### src/hdl/cr16_ctrl_pkg.sv
/*
 * shared encodings and control bundles for the cr16 control unit
 * opcodes, extensions, alu functions, write-back and pc modes, fsm states
 */
`default_nettype none

package cr16_ctrl_pkg;

  // ********************************************************************
  // opcodes
  // ********************************************************************

  // register/register group, function chosen by extension
  localparam logic [3:0] op_rs_rd   = 4'b0000;
  localparam logic [3:0] op_andi    = 4'b0001;
  localparam logic [3:0] op_ori     = 4'b0010;
  localparam logic [3:0] op_xori    = 4'b0011;
  // load, store and jump group
  localparam logic [3:0] op_ld_st_j = 4'b0100;
  localparam logic [3:0] op_addi    = 4'b0101;
  // shift group
  localparam logic [3:0] op_sh      = 4'b1000;
  localparam logic [3:0] op_subi    = 4'b1001;
  localparam logic [3:0] op_cmpi    = 4'b1011;
  localparam logic [3:0] op_bcond   = 4'b1100;
  localparam logic [3:0] op_movi    = 4'b1101;
  localparam logic [3:0] op_muli    = 4'b1110;
  localparam logic [3:0] op_lui     = 4'b1111;

  // ********************************************************************
  // opcode extensions
  // ********************************************************************

  // register/register
  localparam logic [3:0] ext_and    = 4'b0001;
  localparam logic [3:0] ext_or     = 4'b0010;
  localparam logic [3:0] ext_xor    = 4'b0011;
  localparam logic [3:0] ext_add    = 4'b0101;
  localparam logic [3:0] ext_sub    = 4'b1001;
  localparam logic [3:0] ext_cmp    = 4'b1011;
  localparam logic [3:0] ext_mov    = 4'b1101;
  localparam logic [3:0] ext_mul    = 4'b1110;

  // shifts, immediate forms ignore bit 0
  localparam logic [3:0] ext_lshi   = 4'b0000;
  localparam logic [3:0] ext_ashui  = 4'b0010;
  localparam logic [3:0] ext_lsh    = 4'b0100;
  localparam logic [3:0] ext_ashu   = 4'b0110;

  // load/store/jump
  localparam logic [3:0] ext_load   = 4'b0000;
  localparam logic [3:0] ext_stor   = 4'b0100;
  localparam logic [3:0] ext_jal    = 4'b1000;
  localparam logic [3:0] ext_jcond  = 4'b1100;

  // ********************************************************************
  // datapath selects
  // ********************************************************************

  // alu function select
  localparam logic [3:0] alu_add    = 4'd0;
  localparam logic [3:0] alu_sub    = 4'd1;
  localparam logic [3:0] alu_and    = 4'd2;
  localparam logic [3:0] alu_or     = 4'd3;
  localparam logic [3:0] alu_xor    = 4'd4;
  localparam logic [3:0] alu_not    = 4'd5;
  localparam logic [3:0] alu_lsh    = 4'd6;
  localparam logic [3:0] alu_ash    = 4'd7;
  localparam logic [3:0] alu_mul    = 4'd8;

  // register file write-back source
  localparam logic [2:0] wb_alu     = 3'd0;
  localparam logic [2:0] wb_mem     = 3'd1;
  localparam logic [2:0] wb_reg     = 3'd2;
  localparam logic [2:0] wb_imm     = 3'd3;
  localparam logic [2:0] wb_pc      = 3'd4;

  // next pc computation
  localparam logic [1:0] pc_increment = 2'd0;
  localparam logic [1:0] pc_offset    = 2'd1;
  localparam logic [1:0] pc_absolute  = 2'd2;

  // ********************************************************************
  // types
  // ********************************************************************

  typedef enum logic [1:0] {
    st_idle    = 2'd0,
    st_fetch   = 2'd1,
    st_execute = 2'd2
  } state_t;

  // instruction fields as seen by the controller
  typedef struct packed {
    logic [3:0] opcode;
    logic [3:0] opcode_ext;
  } instr_fields_t;

  typedef struct packed {
    logic       alu_src;   // 1 selects the immediate
    logic [3:0] alu_sel;
  } alu_ctrl_t;

  typedef struct packed {
    logic cmp_f_en;
    logic of_f_en;
    logic z_f_en;
  } flag_en_t;

  typedef struct packed {
    logic       reg_wr_en;
    logic [2:0] write_back_sel;
    logic [1:0] pc_addr_mode;
    logic       mem_wr_en;
    flag_en_t   flags;
  } exec_ctrl_t;

  // fetch-phase strobes plus the pc update strobe
  typedef struct packed {
    logic instr_en;
    logic next_instr;
    logic pc_en;
  } fetch_ctrl_t;

  // nothing written, pc steps by one
  localparam exec_ctrl_t exec_ctrl_idle = '{
    reg_wr_en:      1'b0,
    write_back_sel: wb_alu,
    pc_addr_mode:   pc_increment,
    mem_wr_en:      1'b0,
    flags:          '0
  };

endpackage

`default_nettype wire

### src/hdl/alu_decoder.sv
/*
 * alu decoder for the cr16 control unit
 * picks the alu function and operand source from opcode and extension
 */
`default_nettype none

module alu_decoder (
  input  cr16_ctrl_pkg::instr_fields_t instr,
  output cr16_ctrl_pkg::alu_ctrl_t     alu
);
  import cr16_ctrl_pkg::*;

  // ********************************************************************
  // function and source select
  // ********************************************************************

  always_comb begin
    // register source and add unless an opcode says otherwise
    alu.alu_src = 1'b0;
    alu.alu_sel = alu_add;

    case (instr.opcode)
      // register/register ops go by extension
      op_rs_rd: begin
        case (instr.opcode_ext)
          ext_and: alu.alu_sel = alu_and;
          ext_or:  alu.alu_sel = alu_or;
          ext_xor: alu.alu_sel = alu_xor;
          ext_add: alu.alu_sel = alu_add;
          ext_sub: alu.alu_sel = alu_sub;
          // compare is a subtract with the result dropped
          ext_cmp: alu.alu_sel = alu_sub;
          ext_mul: alu.alu_sel = alu_mul;
          // mov and unused extensions
          default: alu.alu_sel = alu_add;
        endcase
      end

      // shifts
      op_sh: begin
        // immediate shift amount, bit 0 of ext is don't care
        if (instr.opcode_ext[3:1] == ext_lshi[3:1]) begin
          alu.alu_src = 1'b1;
          alu.alu_sel = alu_lsh;
        end else if (instr.opcode_ext[3:1] == ext_ashui[3:1]) begin
          alu.alu_src = 1'b1;
          alu.alu_sel = alu_ash;
        end else if (instr.opcode_ext == ext_lsh) begin
          alu.alu_sel = alu_lsh;
        end else if (instr.opcode_ext == ext_ashu) begin
          alu.alu_sel = alu_ash;
        end
      end

      // immediate arithmetic and logic
      op_andi: begin
        alu.alu_src = 1'b1;
        alu.alu_sel = alu_and;
      end
      op_ori: begin
        alu.alu_src = 1'b1;
        alu.alu_sel = alu_or;
      end
      op_xori: begin
        alu.alu_src = 1'b1;
        alu.alu_sel = alu_xor;
      end
      op_addi: begin
        alu.alu_src = 1'b1;
        alu.alu_sel = alu_add;
      end
      op_subi, op_cmpi: begin
        alu.alu_src = 1'b1;
        alu.alu_sel = alu_sub;
      end
      op_muli: begin
        alu.alu_src = 1'b1;
        alu.alu_sel = alu_mul;
      end

      // loads, stores, jumps, branches and movi leave the alu on add
      default: ;
    endcase
  end

endmodule

`default_nettype wire

### src/hdl/exec_decoder.sv
/*
 * execute-phase decoder for the cr16 control unit
 * register write, write-back source, flag enables, store and next-pc mode
 */
`default_nettype none

module exec_decoder (
  input  cr16_ctrl_pkg::instr_fields_t instr,
  input  logic                         cmp_result,
  output cr16_ctrl_pkg::exec_ctrl_t    exec_raw
);
  import cr16_ctrl_pkg::*;

  // ********************************************************************
  // execute controls
  // ********************************************************************

  always_comb begin
    // nothing enabled and pc increments
    exec_raw = exec_ctrl_idle;

    case (instr.opcode)
      // register/register group
      op_rs_rd: begin
        case (instr.opcode_ext)
          // logic ops and mul only touch the zero flag
          ext_and, ext_or, ext_xor, ext_mul: begin
            exec_raw.reg_wr_en    = 1'b1;
            exec_raw.flags.z_f_en = 1'b1;
          end
          ext_add: begin
            exec_raw.reg_wr_en     = 1'b1;
            exec_raw.flags.z_f_en  = 1'b1;
            exec_raw.flags.of_f_en = 1'b1;
          end
          // subtract updates every flag
          ext_sub: begin
            exec_raw.reg_wr_en      = 1'b1;
            exec_raw.flags.z_f_en   = 1'b1;
            exec_raw.flags.of_f_en  = 1'b1;
            exec_raw.flags.cmp_f_en = 1'b1;
          end
          // compare sets flags but writes no register
          ext_cmp: begin
            exec_raw.flags.z_f_en   = 1'b1;
            exec_raw.flags.cmp_f_en = 1'b1;
          end
          // straight register copy
          ext_mov: begin
            exec_raw.reg_wr_en      = 1'b1;
            exec_raw.write_back_sel = wb_reg;
          end
          default: ;
        endcase
      end

      // loads, stores and jumps
      op_ld_st_j: begin
        case (instr.opcode_ext)
          ext_load: begin
            exec_raw.reg_wr_en      = 1'b1;
            exec_raw.write_back_sel = wb_mem;
          end
          ext_stor: begin
            exec_raw.mem_wr_en = 1'b1;
          end
          // link register gets the pc and the jump goes to the register target
          ext_jal: begin
            exec_raw.reg_wr_en      = 1'b1;
            exec_raw.write_back_sel = wb_pc;
            exec_raw.pc_addr_mode   = pc_absolute;
          end
          // taken only when the datapath compare passed
          ext_jcond: begin
            exec_raw.pc_addr_mode = cmp_result ? pc_absolute : pc_increment;
          end
          default: ;
        endcase
      end

      // every shift writes the alu result back
      op_sh: begin
        exec_raw.reg_wr_en = 1'b1;
      end

      op_andi, op_ori, op_xori, op_muli: begin
        exec_raw.reg_wr_en    = 1'b1;
        exec_raw.flags.z_f_en = 1'b1;
      end

      op_addi: begin
        exec_raw.reg_wr_en     = 1'b1;
        exec_raw.flags.z_f_en  = 1'b1;
        exec_raw.flags.of_f_en = 1'b1;
      end

      op_subi: begin
        exec_raw.reg_wr_en      = 1'b1;
        exec_raw.flags.z_f_en   = 1'b1;
        exec_raw.flags.of_f_en  = 1'b1;
        exec_raw.flags.cmp_f_en = 1'b1;
      end

      op_cmpi: begin
        exec_raw.flags.z_f_en   = 1'b1;
        exec_raw.flags.cmp_f_en = 1'b1;
      end

      // pc relative branch on compare result
      op_bcond: begin
        exec_raw.pc_addr_mode = cmp_result ? pc_offset : pc_increment;
      end

      // zero extended immediate into the register file
      op_movi: begin
        exec_raw.reg_wr_en      = 1'b1;
        exec_raw.write_back_sel = wb_imm;
      end

      // lui and unimplemented opcodes only advance the pc
      default: ;
    endcase
  end

endmodule

`default_nettype wire

### src/hdl/ctrl_sequencer.sv
/*
 * fetch/execute sequencer for the cr16 control unit
 * idle after reset then alternates fetch and execute every cycle
 */
`default_nettype none

module ctrl_sequencer (
  input  logic                       clk,
  input  logic                       reset_n,
  input  cr16_ctrl_pkg::exec_ctrl_t  exec_raw,
  output cr16_ctrl_pkg::exec_ctrl_t  exec,
  output cr16_ctrl_pkg::fetch_ctrl_t fetch
);
  import cr16_ctrl_pkg::*;

  state_t state;
  state_t next_state;

  // ********************************************************************
  // state register and next state
  // ********************************************************************

  always_ff @(posedge clk) begin
    if (!reset_n) begin
      state <= st_idle;
    end else begin
      state <= next_state;
    end
  end

  always_comb begin
    case (state)
      st_fetch:   next_state = st_execute;
      st_execute: next_state = st_fetch;
      // idle and the unused code both restart at fetch
      default:    next_state = st_fetch;
    endcase
  end

  // ********************************************************************
  // phase outputs
  // ********************************************************************

  always_comb begin
    fetch = '0;
    exec  = exec_ctrl_idle;

    case (state)
      // load the instruction register from the pc address
      st_fetch: begin
        fetch.instr_en   = 1'b1;
        fetch.next_instr = 1'b1;
      end
      // pc updates and decoded controls pass through
      st_execute: begin
        fetch.pc_en = 1'b1;
        exec        = exec_raw;
      end
      default: ;
    endcase
  end

  // ********************************************************************
  // checks
  // ********************************************************************

  // stores and register writes only in the execute cycle right after a fetch
  a_wr_only_in_execute: assert property (
    @(posedge clk) disable iff (!reset_n)
    (exec.mem_wr_en || exec.reg_wr_en) |-> (state == st_execute) && $past(fetch.instr_en)
  );

  // pc update never overlaps an instruction load and always follows one
  a_fetch_pc_exclusive: assert property (
    @(posedge clk) disable iff (!reset_n)
    fetch.pc_en |-> !fetch.instr_en && $past(fetch.instr_en)
  );

  // once running the sequencer never falls back to idle
  a_no_return_to_idle: assert property (
    @(posedge clk) disable iff (!reset_n)
    $past(reset_n) |-> (state != st_idle)
  );

endmodule

`default_nettype wire

### src/hdl/cpu_controller.sv
/*
 * cr16 control unit top
 * sequencer plus alu and execute decoders driving the datapath strobes
 */
`default_nettype none

module cpu_controller (
  input  logic                         clk,
  input  logic                         reset_n,

  // from datapath
  input  cr16_ctrl_pkg::instr_fields_t instr,
  input  logic                         cmp_result,

  // to datapath and memory
  output cr16_ctrl_pkg::alu_ctrl_t     alu,
  output cr16_ctrl_pkg::exec_ctrl_t    exec,
  output cr16_ctrl_pkg::fetch_ctrl_t   fetch
);
  import cr16_ctrl_pkg::*;

  // decoded execute controls before phase qualification
  exec_ctrl_t exec_raw;

  // alu select follows instr in every phase
  alu_decoder u_alu_decoder (
    .instr (instr),
    .alu   (alu)
  );

  exec_decoder u_exec_decoder (
    .instr      (instr),
    .cmp_result (cmp_result),
    .exec_raw   (exec_raw)
  );

  // gates exec_raw to the execute phase and drives fetch strobes
  ctrl_sequencer u_ctrl_sequencer (
    .clk      (clk),
    .reset_n  (reset_n),
    .exec_raw (exec_raw),
    .exec     (exec),
    .fetch    (fetch)
  );

endmodule

`default_nettype wire

### config.mk
export PLATFORM = sky130hd
export DESIGN_NAME = cpu_controller
export DESIGN_NICKNAME = d
export VERILOG_FILES = /design/src/hdl/cr16_ctrl_pkg.sv /design/src/hdl/alu_decoder.sv /design/src/hdl/exec_decoder.sv /design/src/hdl/ctrl_sequencer.sv /design/src/hdl/cpu_controller.sv
export SDC_FILE = /design/constraint.sdc
export NUM_CORES = 1
export LEC_CHECK = 0
export ABC_AREA = 1
export BUFFER_PORTS_ARGS = -buffer_cell sky130_fd_sc_hd__buf_4
export CAP_MARGIN = 20
export CORE_MARGIN = 3
export CORE_UTILIZATION = 39
export CTS_CLUSTER_DIAMETER = 100
export DETAILED_ROUTE_END_ITERATION = 7
export HOLD_SLACK_MARGIN = 0.03
export PLACE_DENSITY = 0.74
export SLEW_MARGIN = 20
export SYNTH_ARGS = -nofsm -noshare
export SYNTH_HDL_FRONTEND = slang
export SYNTH_SLANG_ARGS = --single-unit
export TNS_END_PERCENT = 10
### constraint.sdc
create_clock -name clk -period 0.8 [get_ports clk]
set_input_delay 0.04 -clock clk [delete_from_list [all_inputs] [get_ports clk]]
set_output_delay 0.04 -clock clk [all_outputs]
set_load 0.005 [all_outputs]
==> impl_table.tex <==
\begin{tabular}{lr}
\hline
Metric & Value \\
\hline
\multicolumn{2}{l}{\textbf{GRT}} \\
Wire length of the first global-routing pass & $\sim$3500 um \\
Total gr overflow & 0 \\
Total global-route track usage & 25.1\% \\
Maximum number of pins on one net before global-route repair & 8 \\
Via count of the first global-routing pass & a little under 800 \\
Number of antenna violations at the first check in global routing & 0 \\
\multicolumn{2}{l}{\textbf{Run}} \\
\# Max-Cap Violations & 0 \\
\multicolumn{2}{l}{\textbf{Route}} \\
Number of DRC markers after the initial detailed-route iteration & 35 \\
DR DRC count & 0 \\
Antenna Violating Nets Remaining & 0 \\
Per-cell via count in the routed design & 5.15 \\
Via count & between 800 and 900 \\
DRT Wirelength & about 2200 um \\
Routed wire length per instance & about 13 um \\
Length of the first detailed-routing pass in iterations & 4 \\
\multicolumn{2}{l}{\textbf{Final layout}} \\
Diodes inserted & 0 \\
Fill cell instance count of the final layout & 84 \\
Multi-input gate area & around 460 sq um \\
Synthesis-to-layout area growth & 89.8\% \\
Number of standard cells in the final layout excluding fillers & approximately 170 \\
Register with the most flip-flops & u\_ctrl\_sequencer.state \\
Share of final-layout standard cells stronger than drive strength 1 & a little under three fifths \\
Final net count & roughly 170 \\
Max reg flops & 2 \\
Largest registers & u\_ctrl\_sequencer.state x2 \\
Final cell utilization of the core & a little under nine tenths \\
Most common cell after layout, fill and taps aside & buf\_4 \\
Commonest cells after routing, fill and taps aside & 53 x buf\_4, 20 x nand2\_1, 16 x nor2\_1 \\
Sequential cell area & slightly above 40 sq um \\
\multicolumn{2}{l}{\textbf{STA}} \\
Worst Skew & around 0.0048 ns \\
Tcrit/Tclk final & 162\% \\
Measured slew at the worst slew-check pin & roughly 0.28 ns \\
Unrepaired setup endpoints after global routing & yes \\
Fin. max-slew vios & 0 \\
Worst max-slew margin expressed relative to the limit & slightly above 80\% \\
Minimum setup slack in the final design & -0.499 ns \\
Final hold vios & 0 \\
Number of endpoints failing setup at the final stage & 20 \\
Tmin final & roughly 1.3 ns \\
Highest achievable clock rate & 770 MHz \\
\multicolumn{2}{l}{\textbf{Floorplanning}} \\
Starting density of the core & between 40\% and 50\% \\
Die width & 43.2 um \\
Standard cell core area & between 0.001 and 0.0015 sq mm \\
Chip height & 43.2 um \\
Total Die Area & between 0.0015 and 0.002 sq mm \\
Floorplan row count & 12 \\
Num ports & 29 \\
\multicolumn{2}{l}{\textbf{Placed design}} \\
Detailed-placement wirelength estimate & about 1500 um \\
Routability congestion estimate from global placement & 0.912 \\
Setup Slack @ Placement & -0.253 ns \\
Number of placed cells counting well taps & around 170 \\
Buffers added on ports & 28 \\
\multicolumn{2}{l}{\textbf{Clock network}} \\
Worst-case clock buffer depth & 2 \\
Clock net sink count & 2 \\
Clock-pin slew of the registers on the worst-case setup and hold paths & roughly 0.04 ns \\
TritonCTS clock tree & built \\
H-tree levels & 1 \\
Inserted Clock Buffers & 3 \\
Clock Tree Root & clkbuf\_4 \\
Clock latency reported for the late side of the worst-skew pair & between 0.2 and 0.25 ns \\
\multicolumn{2}{l}{\textbf{Critical path}} \\
Critical Path AT & approximately 1.3 ns \\
Required time at the worst-slack endpoint & approximately 0.76 ns \\
Crit path kind & register to primary output \\
Launching element type of the critical path & register \\
Capturing element type of the critical path & primary output \\
Maximum net fanout on the critical path & 4 \\
Worst Reg2Reg Path Length in Cells & 5 \\
\multicolumn{2}{l}{\textbf{Pwr}} \\
Int Pwr & around 500 uW \\
Leakage & approximately 0.55 nW \\
Total power per unit cell area & 798 mW/mm\^{}2 \\
Net switching fraction of the power & roughly two fifths \\
Final total power & about 800 uW \\
Power share of the sequential group & between 10\% and 20\% \\
Combinational fraction of design power & 54.6\% \\
Net switching power & 324 uW \\
Clock Power Share & 31.4\% \\
VDD IR max & between 1000 and 1500 uV \\
\multicolumn{2}{l}{\textbf{Yosys}} \\
Number of nets produced by synthesis & 115 \\
Synthesis warning total & 0 \\
Number of standard cells after synthesis & about 100 \\
Sequential-to-total area share from yosys stat & around 7.4\% \\
Mean area per synthesized cell & between 5 and 6 sq um \\
Library cells used by synthesis & 23 \\
Number of storage elements in the synthesis netlist & 2 \\
Post-Synthesis Cell Area & 539 sq um \\
\multicolumn{2}{l}{\textbf{Status}} \\
Violated checks & negative setup slack \\
Outcome & complete, but fails checks \\
\multicolumn{2}{l}{\textbf{Worst hold path}} \\
Hold path cells & 3 \\
Worst min path class & input pin to register \\
\hline
\end{tabular}
## routing by layer
layer / routed length (um) / global-route usage, % / vias to the layer above
li1: - / - / 442
met1: 867 / 31.3 / 395
met4: 23 / 10.8 / 0
met3: 178 / 3.81 / 2
met2: 1110 / 41.9 / 47
met5: 0 / 0 / -
## layout make-up
| cell class | instances | share of cell area [%] |
|---|---|---|
| tap | 14 | 1.71 |
| clock buffer | 3 | 2.20 |
| timing repair buffer | 53 | 38.9 |
| inverter | 22 | 8.07 |
| multi-input combinational | 78 | 45.1 |
| sequential | 2 | 4.03 |
## timing repair
item / 4_1_cts / 5_1_grt
setup endpoints to repair: 19 / 20
gates resized for setup: 7 / 7
hold buffers: 0 / 0
hold endpoints to repair: 0 / 0
pin swaps: 2 / 1
buffers inserted: 1 / 0
## final timing paths
kind	endpoint	slack, ns	startpoint
worst min register to register	u_ctrl_sequencer.state[1]	0.55	u_ctrl_sequencer.state[1]
worst max-delay path	exec[5]	-0.50	u_ctrl_sequencer.state[0]
worst max register to register	u_ctrl_sequencer.state[0]	-0.12	u_ctrl_sequencer.state[0]
worst min-delay path	u_ctrl_sequencer.state[1]	0.07	reset_n
## critical path, stage by stage (launching register included)
cell      delay [ns]
dfxtp_1         0.31
inv_2           0.08
nand2_4         0.06
inv_2           0.05
nand4_1         0.17
a211oi_2        0.20
buf_4           0.14
## synthesized netlist by cell type (all sizes together)
cell type	n	area, sq um
nor2	25	121
nand2	24	97.6
inv	22	82.6
nand3	6	30.0
a21oi	5	25.0
nand4	4	25.0
nor3	3	20.0
o21ai	3	15.0
buf	2	15.0
dfxtp	2	40.0
a211oi	1	12.5
a31oi	1	6.26
nor4	1	6.26
o2111ai	1	8.76
o211ai	1	7.51
o21a	1	7.51
o22ai	1	6.26
o31ai	1	12.5
## kinds of logic after synthesis
family | after synthesis | synth area share, %
simple gates | 63 | 55.7
compound gates | 15 | 18.8
buf+inv | 24 | 18.1
flops | 2 | 7.42
## power by group through the flow
stage / Combinational [mW] / Sequential, mW / Clock, mW
after global placement: 0.391 / 0.114 / 0
after detailed placement: 0.397 / 0.114 / 0
after CTS: 0.422 / 0.113 / 0.265
final: 0.446 / 0.114 / 0.256
after global routing: 0.487 / 0.114 / 0.288
after floorplan: 0.179 / 0.115 / 0
## through the flow
step / setup TNS (ns) / instance area (sq um) / hold WS (ns)
floorplan: -0.172 / 546 / 0.123
global placement: -2.21 / 938 / 0.278
detailed placement: -2.46 / 938 / 0.283
CTS: -5.24 / 1000 / 0.0635
global route: -6.86 / 1020 / 0.0692
finish: -6.01 / 1020 / 0.0711
Note: power is estimated with default switching activity, not from simulation.
